<file path="src/logic/bpred_pkg.sv">
package bpred_pkg;

  // ==============================
  // table sizes.
  // ==============================
  localparam int lht_depth   = 16;
  localparam int lhist_bits  = 4;
  localparam int ghist_bits  = 4;
  localparam int queue_depth = 4;

  typedef logic [31:0]                    pc_t;
  typedef logic [$clog2(lht_depth)-1:0]   lht_idx_t;
  typedef logic [lhist_bits-1:0]          lhist_t;
  typedef logic [ghist_bits-1:0]          ghist_t;
  // upper bit means taken, or use global in the chooser.
  typedef logic [1:0]                     ctr_t;

  // snapshot of one prediction, kept until it resolves.
  typedef struct packed {
    lht_idx_t lht_idx;
    lhist_t   lhist;
    ghist_t   ghist;
    logic     local_guess;
    logic     global_guess;
  } inflight_rec_t;

  // ==============================
  // helpers.
  // ==============================
  // instructions are two-byte aligned, so bit 0 carries nothing.
  function automatic lht_idx_t lht_index(pc_t pc);
    return pc[$clog2(lht_depth):1];
  endfunction

  function automatic ctr_t ctr_inc(ctr_t c);
    return (c == 2'b11) ? c : c + 2'b01;
  endfunction

  function automatic ctr_t ctr_dec(ctr_t c);
    return (c == 2'b00) ? c : c - 2'b01;
  endfunction

  function automatic ctr_t ctr_train(ctr_t c, logic up);
    return up ? ctr_inc(c) : ctr_dec(c);
  endfunction

endpackage

</file>
<file path="src/logic/local_predictor.sv">
module local_predictor (
  input  logic                     clk_in,
  input  logic                     rst_in,
  input  bpred_pkg::lht_idx_t      lookup_idx,
  output bpred_pkg::lhist_t        lhist_out,
  output logic                     guess_out,
  input  logic                     train_in,
  input  bpred_pkg::inflight_rec_t train_rec,
  input  logic                     train_taken
);
  import bpred_pkg::*;

  // per-pc history, then counters indexed by that history.
  lhist_t lht [lht_depth];
  ctr_t   lct [2**lhist_bits];

  lhist_t train_hist;

  // ==============================
  // lookup.
  // ==============================
  always_comb begin
    lhist_out = lht[lookup_idx];
    guess_out = lct[lhist_out][1];
  end

  // the entry may have moved since predict time; shift what is there now.
  assign train_hist = lht[train_rec.lht_idx];

  // ==============================
  // training.
  // ==============================
  always_ff @(posedge clk_in) begin
    if (rst_in) begin
      for (int i = 0; i < lht_depth; i++) begin
        lht[i] <= '0;
      end
      for (int i = 0; i < 2**lhist_bits; i++) begin
        lct[i] <= '0;
      end
    end else if (train_in) begin
      lht[train_rec.lht_idx] <= {train_hist[lhist_bits-2:0], train_taken};
      // counter at the history seen when the guess was made.
      lct[train_rec.lhist]   <= ctr_train(lct[train_rec.lhist], train_taken);
    end
  end

endmodule

</file>
<file path="src/logic/global_predictor.sv">
module global_predictor (
  input  logic                     clk_in,
  input  logic                     rst_in,
  output bpred_pkg::ghist_t        ghist_out,
  output logic                     guess_out,
  input  logic                     train_in,
  input  bpred_pkg::inflight_rec_t train_rec,
  input  logic                     train_taken
);
  import bpred_pkg::*;

  ghist_t ghist_q;
  ctr_t   gct [2**ghist_bits];

  assign ghist_out = ghist_q;
  assign guess_out = gct[ghist_q][1];

  always_ff @(posedge clk_in) begin
    if (rst_in) begin
      ghist_q <= '0;
      for (int i = 0; i < 2**ghist_bits; i++) begin
        gct[i] <= '0;
      end
    end else if (train_in) begin
      // resolved path history, in program order.
      ghist_q              <= {ghist_q[ghist_bits-2:0], train_taken};
      gct[train_rec.ghist] <= ctr_train(gct[train_rec.ghist], train_taken);
    end
  end

  // exactly one outcome bit enters per train, none otherwise.
  a_ghist_step: assert property (
    @(posedge clk_in) disable iff (rst_in)
    ##1 ghist_q == ($past(train_in) ?
                    {$past(ghist_q[ghist_bits-2:0]), $past(train_taken)} :
                    $past(ghist_q))
  ) else $error("global history moved by other than one bit per train");

endmodule

</file>
<file path="src/logic/choice_predictor.sv">
module choice_predictor (
  input  logic                     clk_in,
  input  logic                     rst_in,
  input  bpred_pkg::ghist_t        ghist_in,
  output logic                     use_global_out,
  input  logic                     train_in,
  input  bpred_pkg::inflight_rec_t train_rec,
  input  logic                     train_taken
);
  import bpred_pkg::*;

  ctr_t cct [2**ghist_bits];

  logic disagree;
  logic global_right;

  assign use_global_out = cct[ghist_in][1];

  // agreement says nothing about which component is better.
  assign disagree     = train_rec.local_guess != train_rec.global_guess;
  assign global_right = train_rec.global_guess == train_taken;

  always_ff @(posedge clk_in) begin
    if (rst_in) begin
      for (int i = 0; i < 2**ghist_bits; i++) begin
        cct[i] <= '0;
      end
    end else if (train_in && disagree) begin
      cct[train_rec.ghist] <= ctr_train(cct[train_rec.ghist], global_right);
    end
  end

endmodule

</file>
<file path="src/logic/inflight_queue.sv">
module inflight_queue (
  input  logic                     clk_in,
  input  logic                     rst_in,
  input  logic                     push_in,
  input  bpred_pkg::inflight_rec_t push_rec,
  input  logic                     pop_in,
  output bpred_pkg::inflight_rec_t head_rec,
  output logic                     pop_ok_out,
  output logic                     overflow_out,
  output logic                     underflow_out
);
  import bpred_pkg::*;

  inflight_rec_t mem [queue_depth];

  logic [$clog2(queue_depth)-1:0] wr_ptr;
  logic [$clog2(queue_depth)-1:0] rd_ptr;
  logic [$clog2(queue_depth+1)-1:0] count;

  logic full;
  logic empty;
  logic push_ok;

  assign full  = count == queue_depth;
  assign empty = count == '0;

  // a full queue drops the push even if a pop frees a slot this cycle.
  assign push_ok    = push_in && !full;
  assign pop_ok_out = pop_in && !empty;
  assign head_rec   = mem[rd_ptr];

  // ==============================
  // pointers and count.
  // ==============================
  always_ff @(posedge clk_in) begin
    if (rst_in) begin
      wr_ptr        <= '0;
      rd_ptr        <= '0;
      count         <= '0;
      overflow_out  <= 1'b0;
      underflow_out <= 1'b0;
    end else begin
      if (push_ok) begin
        wr_ptr <= (wr_ptr == queue_depth - 1) ? '0 : wr_ptr + 1'b1;
      end
      if (pop_ok_out) begin
        rd_ptr <= (rd_ptr == queue_depth - 1) ? '0 : rd_ptr + 1'b1;
      end
      if (push_ok && !pop_ok_out) begin
        count <= count + 1'b1;
      end else if (pop_ok_out && !push_ok) begin
        count <= count - 1'b1;
      end
      overflow_out  <= push_in && full;
      underflow_out <= pop_in && empty;
    end
  end

  // record storage.
  always_ff @(posedge clk_in) begin
    if (push_ok) begin
      mem[wr_ptr] <= push_rec;
    end
  end

  a_count_bound: assert property (
    @(posedge clk_in) disable iff (rst_in)
    count <= queue_depth
  ) else $error("in-flight count above queue depth");

  a_flow_excl: assert property (
    @(posedge clk_in) disable iff (rst_in)
    !(overflow_out && underflow_out)
  ) else $error("overflow and underflow in the same cycle");

endmodule

</file>
<file path="src/logic/branch_unit.sv">
module branch_unit (
  input  logic           clk_in,
  input  logic           rst_in,
  input  logic           predict_valid_in,
  input  bpred_pkg::pc_t pc_in,
  output logic           pred_valid_out,
  output logic           pred_taken_out,
  input  logic           resolve_valid_in,
  input  logic           resolve_taken_in,
  output logic           overflow_out,
  output logic           underflow_out
);
  import bpred_pkg::*;

  logic     req_valid;
  pc_t      req_pc;
  lht_idx_t req_idx;

  lhist_t   local_hist;
  ghist_t   global_hist;
  logic     local_guess;
  logic     global_guess;
  logic     use_global;
  logic     final_guess;

  inflight_rec_t push_rec;
  inflight_rec_t head_rec;
  logic          train;

  // ==============================
  // request register.
  // ==============================
  always_ff @(posedge clk_in) begin
    if (rst_in) begin
      req_valid <= 1'b0;
    end else begin
      req_valid <= predict_valid_in;
    end
  end

  always_ff @(posedge clk_in) begin
    req_pc <= pc_in;
  end

  assign req_idx     = lht_index(req_pc);
  assign final_guess = use_global ? global_guess : local_guess;

  assign push_rec = '{lht_idx:      req_idx,
                      lhist:        local_hist,
                      ghist:        global_hist,
                      local_guess:  local_guess,
                      global_guess: global_guess};

  // ==============================
  // response register.
  // ==============================
  always_ff @(posedge clk_in) begin
    if (rst_in) begin
      pred_valid_out <= 1'b0;
      pred_taken_out <= 1'b0;
    end else begin
      pred_valid_out <= req_valid;
      if (req_valid) begin
        pred_taken_out <= final_guess;
      end
    end
  end

  local_predictor u_local (
    .clk_in      (clk_in),
    .rst_in      (rst_in),
    .lookup_idx  (req_idx),
    .lhist_out   (local_hist),
    .guess_out   (local_guess),
    .train_in    (train),
    .train_rec   (head_rec),
    .train_taken (resolve_taken_in)
  );

  global_predictor u_global (
    .clk_in      (clk_in),
    .rst_in      (rst_in),
    .ghist_out   (global_hist),
    .guess_out   (global_guess),
    .train_in    (train),
    .train_rec   (head_rec),
    .train_taken (resolve_taken_in)
  );

  choice_predictor u_choice (
    .clk_in         (clk_in),
    .rst_in         (rst_in),
    .ghist_in       (global_hist),
    .use_global_out (use_global),
    .train_in       (train),
    .train_rec      (head_rec),
    .train_taken    (resolve_taken_in)
  );

  // resolves arrive in order, so the head is always the one resolving.
  inflight_queue u_queue (
    .clk_in        (clk_in),
    .rst_in        (rst_in),
    .push_in       (req_valid),
    .push_rec      (push_rec),
    .pop_in        (resolve_valid_in),
    .head_rec      (head_rec),
    .pop_ok_out    (train),
    .overflow_out  (overflow_out),
    .underflow_out (underflow_out)
  );

endmodule

</file>
<file path="config.mk">
export PLATFORM = sky130hd
export DESIGN_NAME = branch_unit
export DESIGN_NICKNAME = d
export VERILOG_FILES = /design/src/logic/bpred_pkg.sv /design/src/logic/local_predictor.sv /design/src/logic/global_predictor.sv /design/src/logic/choice_predictor.sv /design/src/logic/inflight_queue.sv /design/src/logic/branch_unit.sv
export SDC_FILE = /design/constraint.sdc
export NUM_CORES = 1
export LEC_CHECK = 0
export BUFFER_PORTS_ARGS = -buffer_cell sky130_fd_sc_hd__buf_2
export CAP_MARGIN = 30
export CELL_PAD_IN_SITES_DETAIL_PLACEMENT = 0
export CELL_PAD_IN_SITES_GLOBAL_PLACEMENT = 2
export CORE_MARGIN = 1
export CORE_UTILIZATION = 49
export DETAILED_ROUTE_END_ITERATION = 7
export GPL_ROUTABILITY_DRIVEN = 1
export PLACE_DENSITY = 0.94
export SYNTH_ARGS = -nofsm -noshare
export SYNTH_HDL_FRONTEND = slang
export SYNTH_HIERARCHICAL = 1
export SYNTH_SLANG_ARGS = --single-unit
</file>
<file path="constraint.sdc">
create_clock -name clk_in -period 7.23 [get_ports clk_in]
set_clock_uncertainty 0.1 [all_clocks]
set_input_delay 1.0845 -clock clk_in [delete_from_list [all_inputs] [get_ports clk_in]]
set_output_delay 1.0845 -clock clk_in [all_outputs]
set_load 0.005 [all_outputs]
</file>
Word-level counts from Yosys, hierarchy flattened
Memories as Yosys holds them, arrays and structs flattened. A register that Yosys moved wholly into a read port is not among the register bits.
Cells that the tools add are included.
{"block": "word_totals", "input_bits": 37, "n_memories": 5, "output_inout_bits": 4, "ram_bits": 216, "ff_bits": 21}
{"memory": "u_local.lht", "depth": 16, "word_bits": 4, "read_ports": 2, "rd_ports_with_merged_regs": 1, "write_ports": 16, "line_no": "local_predictor.sv:14", "source": "lhist_t lht [lht_depth];"}
{"memory": "u_queue.mem", "depth": 4, "word_bits": 14, "read_ports": 1, "rd_ports_with_merged_regs": 1, "write_ports": 1, "line_no": "inflight_queue.sv:14", "source": "inflight_rec_t mem [queue_depth];"}
{"memory": "u_choice.cct", "depth": 16, "word_bits": 2, "read_ports": 2, "rd_ports_with_merged_regs": 1, "write_ports": 16, "line_no": "choice_predictor.sv:12", "source": "ctr_t cct [2**ghist_bits];"}
{"memory": "u_global.gct", "depth": 16, "word_bits": 2, "read_ports": 2, "rd_ports_with_merged_regs": 1, "write_ports": 16, "line_no": "global_predictor.sv:13", "source": "ctr_t gct [2**ghist_bits];"}
{"memory": "u_local.lct", "depth": 16, "word_bits": 2, "read_ports": 2, "rd_ports_with_merged_regs": 0, "write_ports": 16, "line_no": "local_predictor.sv:15", "source": "ctr_t lct [2**lhist_bits];"}
{"block": "op_classes", "n_addsub": 10, "n_reduce_logical": 20, "n_mux": 42, "n_eq_ne": 8}
{"operator": "2-to-1 mux 4 bit", "count": 9}
{"operator": "2-to-1 mux 2 bit", "count": 16}
{"operator": "2-to-1 mux 1 bit", "count": 15}
{"operator": "adder 2 x 1 -> 2 bit, second input constant", "count": 5}
{"operator": "== test 2 bit, second input constant", "count": 5}
{"operator": "logical AND 1 bit", "count": 7}
{"operator": "zero test 2 bit", "count": 3}
{"operator": "2-to-1 mux 3 bit", "count": 2}
{"operator": "OR reduction 2 bit", "count": 3}
{"operator": "subtractor 2 x 1 -> 2 bit, second input constant", "count": 3}
{"operator": "zero test 1 bit", "count": 4}
{"operator": "OR reduction 4 bit", "count": 1}
{"operator": "adder 3 x 1 -> 3 bit, second input constant", "count": 1}
{"operator": "== test 3 bit, second input constant", "count": 1}
{"operator": "zero test 3 bit", "count": 1}
{"operator": "subtractor 3 x 1 -> 3 bit, second input constant", "count": 1}
{"operator": "nonzero test 2 bit", "count": 1}
{"operator": "== test 1 bit", "count": 1}
{"operator": "!= test 1 bit", "count": 1}

Depth between registers and ports, before layout
{"block": "depth", "ltp_word": 9, "ltp_mapped": 12, "ltp_nobuf": 10}

Cells and area by module
Netlist, hierarchy kept.
{"mod": "local_predictor", "area_each_um2": 5252.5, "seq_area_each_um2": 2882.8, "instances": 1, "cells_per_inst": 406}
{"mod": "inflight_queue", "area_each_um2": 2593.7, "seq_area_each_um2": 1901.8, "instances": 1, "cells_per_inst": 124}
{"mod": "global_predictor", "area_each_um2": 2035.7, "seq_area_each_um2": 1121.1, "instances": 1, "cells_per_inst": 156}
{"mod": "choice_predictor", "area_each_um2": 1814.2, "seq_area_each_um2": 960.9, "instances": 1, "cells_per_inst": 139}
{"mod": "branch_unit", "area_each_um2": 178.9, "seq_area_each_um2": 140.1, "instances": 1, "cells_per_inst": 12}

Worst setup path before layout
OpenSTA, ideal clock, no wires.
{"block": "synth_path", "kind": "flip-flop to flip-flop", "start": "register (tool-made name)", "end": "memory u_local/lct[7][1] (netlist bit) (data pin)", "setup_slack_ps": 4141, "synth_period_minus_slack_ps": 3089, "path_stages_with_launch": 11, "arrival_ps": 2731, "required_time_ps": 6872, "cell_sequence": "dfxtp_1 -> buf_6 -> buf_12 -> mux4_2 -> buf_6 -> mux4_2 -> mux4_2 -> inv_1 -> maj3_1 -> buf_2 -> nor2_1"}
{"element": "end: declaration", "line_no": "local_predictor.sv:15"}

==> impl_metrics.env <==
export IMPL_powerDensity_nw_per_um2=323
export IMPL_syn_area_um2=11900
export IMPL_ys_seq_area_frac=0.590
export IMPL_endpoint_kind="flip-flop"
export IMPL_synth_ff_type="edfxtp_1"
export IMPL_ys_ff_latch=242
export IMPL_ir_drop_uv=139
export IMPL_route_detailed_drc=0
export IMPL_crit_fanout=16
export IMPL_layout_min_cycle_time_ns=3.67
export IMPL_antenna_found_initial=0
export IMPL_hold_path_class="reg -> reg"
export IMPL_holdWs_ns=0.408
export IMPL_post_place_ws_ns=3.39
export IMPL_cts_setup_buffers=0
export IMPL_slew_viol_final=0
export IMPL_synth_cell_types=67
export IMPL_numCtsBuffers=26
export IMPL_postRouteAntennaNets=0
export IMPL_worstMarginPinSlew_ns=0.809
export IMPL_worst_skew_pair_late_latency_ns=0.53
export IMPL_wl_mm=23.7
export IMPL_place_congestion=0.777
export IMPL_drtIter0Drc=647
export IMPL_clock_path_buffers=3
export IMPL_grt_pass1_wl_mm=37.8
export IMPL_numPortBuffers=12
export IMPL_ios=41
export IMPL_start_util=0.503
export IMPL_cp_required_ns=7.41
export IMPL_dieArea_um2=24900
export IMPL_die_height_um=158
export IMPL_place_hpwl_mm=15.5
export IMPL_start_kind="flip-flop"
export IMPL_fin_ws_ns=3.56
export IMPL_fmax_ghz=0.272
export IMPL_firstDrtPassIters=5
export IMPL_rsz0062_at_grt="no"
export IMPL_postCtsHoldBufs=0
export IMPL_finalHoldViolations=0
export IMPL_ctsResizeCount=0
export IMPL_grtUsageTotal=0.201
export IMPL_first_global_vias=6730
export IMPL_num_rows=56
export IMPL_num_vias=6749
export IMPL_fin_nets=887
export IMPL_avgSynthCellArea_um2=14.2
export IMPL_syn_to_final_growth_pct=10.2
export IMPL_drv_cap=0
export IMPL_wire_per_inst_um=20.1
export IMPL_cts_root_buf="clkbuf_16"
export IMPL_status="finished clean"
export IMPL_synth_edff_count=216
export IMPL_setup_viol=0
export IMPL_synth_nets=881
export IMPL_drive_gt1_frac=0.198
export IMPL_setup_tns_ns=0
export IMPL_coreArea_um2=23600
export IMPL_p_leak_nw=4.60
export IMPL_path_clk_slew_ns=0.06
export IMPL_cp_arrival_ns=3.85
export IMPL_cts_tree="yes"
export IMPL_viasPerCell=5.71
export IMPL_yosys_warnings=6
export IMPL_num_antenna_cells=0
export IMPL_gr_total_overflow=0
export IMPL_finalCritPeriodShare=0.508
export IMPL_slew_limit_headroom=0.461
export IMPL_clock_sinks=242
export IMPL_critical_path_class="reg -> reg"
export IMPL_htreeDepth=1
export IMPL_die_w_um=158
export IMPL_synthCells=837
export IMPL_async_flop_share=0
export IMPL_grt_start_max_net_pins=44
-- Yosys cell counts (3+ instances only) --
master	number	area (um^2)
and3_1	5	31.3
buf_6	7	78.8
nand2_1	69	259
o21ai_1	4	20.0
mux4_1	22	578
nor2_2	13	81.3
clkbuf_1	18	67.6
nor2_4	10	113
o211ai_1	4	30.0
mux2i_1	20	200
nand2b_1	67	419
nor3_1	7	35.0
nand3_1	16	80.1
a21oi_1	4	20.0
buf_2	7	35.0
xor2_1	4	35.0
nor4bb_1	3	30.0
nor2b_1	13	81.3
dfxtp_1	26	521
nor3b_1	3	22.5
o21ai_0	5	25.0
and2_2	4	30.0
inv_1	13	48.8
nor2_1	156	586
edfxtp_1	216	6490
buf_8	3	45.0
mux4_2	54	1220
and4_1	3	26.3
ha_1	6	75.1
mux2_4	3	45.0
mux2_2	4	45.0
maj3_4	3	41.3
-- kinds of logic after synthesis --
kind of cell	after synthesis	share of synthesized area
simple gates	385	0.162
flops	242	0.590
fa+ha+maj	13	0.0142
xor+xnor	4	0.00295
mux	107	0.180
buf+inv	57	0.0302
compound gates	29	0.0196
-- flip-flops by register name, indices dropped and copies added (netlist names), 2 cells and up, named ones only --
name	flops
u_queue/mem	56
u_global/gct	32
u_queue/wr_ptr	2
req_pc	4
u_queue/count	3
u_local/lht	64
u_choice/cct	32
u_local/lct	32
u_queue/rd_ptr	2
u_global/ghist_out	4
-- routing by layer --
metal	vias to the layer above	wire, um	GRT usage
met1	3415	10500	0.287
met5	-	0	0
met4	0	342	0.0448
met3	27	1200	0.0282
li1	3143	-	-
met2	164	11700	0.329
-- per-stage QoR --
step | area [um^2] | utilization | power [mW] | cells
floorplan | 11900 | - | 2.61 | 837
global placement | 12100 | 0.512 | 2.79 | 1133
detailed placement | 12100 | 0.512 | 2.81 | 1133
CTS | 13100 | 0.553 | 4.26 | 1181
global route | 13100 | 0.554 | 4.41 | 1182
finish | 13100 | 0.554 | 4.22 | 1182
-- report_power, final --
part / internal (mW) / total [mW] / switching, mW
clock: 0.901 / 1.45 / 0.553
combinational: 0.414 / 1.08 / 0.668
sequential: 1.62 / 1.69 / 0.0652
-- path summary, 6_finish.rpt --
kind | from | cells past startpoint | endpoint | slack [ns]
setup / recovery | flip-flop | 6 | u_local/lht[2][1] | 3.56
setup reg to reg | flip-flop | 6 | u_local/lht[2][1] | 3.56
hold / removal | u_queue/rd_ptr[0] | 2 | u_queue/rd_ptr[0] | 0.41
hold reg to reg | u_queue/rd_ptr[0] | 2 | u_queue/rd_ptr[0] | 0.41
-- cell type report --
cell class,count,area (um^2)
Fill cell,1921,10500
Clock inverter,15,175
Tap cell,319,399
Clock buffer,33,803
Sequential cell,242,7010
Timing Repair Buffer,20,140
Inverter,15,56.3
Multi-Input combinational cell,538,4510
-- critical path, stage by stage (launching register included) --
cell     delay (ns)
dfxtp_1        0.78
mux4_2         0.70
mux4_2         0.61
mux2_2         0.28
o21ai_1        0.56
buf_4          0.30
nor2_1         0.06
-- cell usage in the layout (no fill, tap or decap), drive strengths merged, types with 2 or more instances in the layout --
cell	instances
nor2b	13
mux2i	22
nor4bb	3
bufinv	3
and3	5
clkinv	10
nand2b	67
nand3	16
nor3b	3
and4b	2
inv	16
nor2	179
and2b	2
nor3	7
nand2	69
nand3b	2
mux4	76
maj3	6
xor2	4
dfxtp	26
clkbuf	33
ha	6
buf	20
a22oi	2
nand4	2
a211oi	2
mux2	9
a21oi	4
and2	6
o211ai	4
edfxtp	216
o2111ai	2
and4	3
or3	2
o21ai	9
Note: power is estimated with default switching activity, not from simulation.
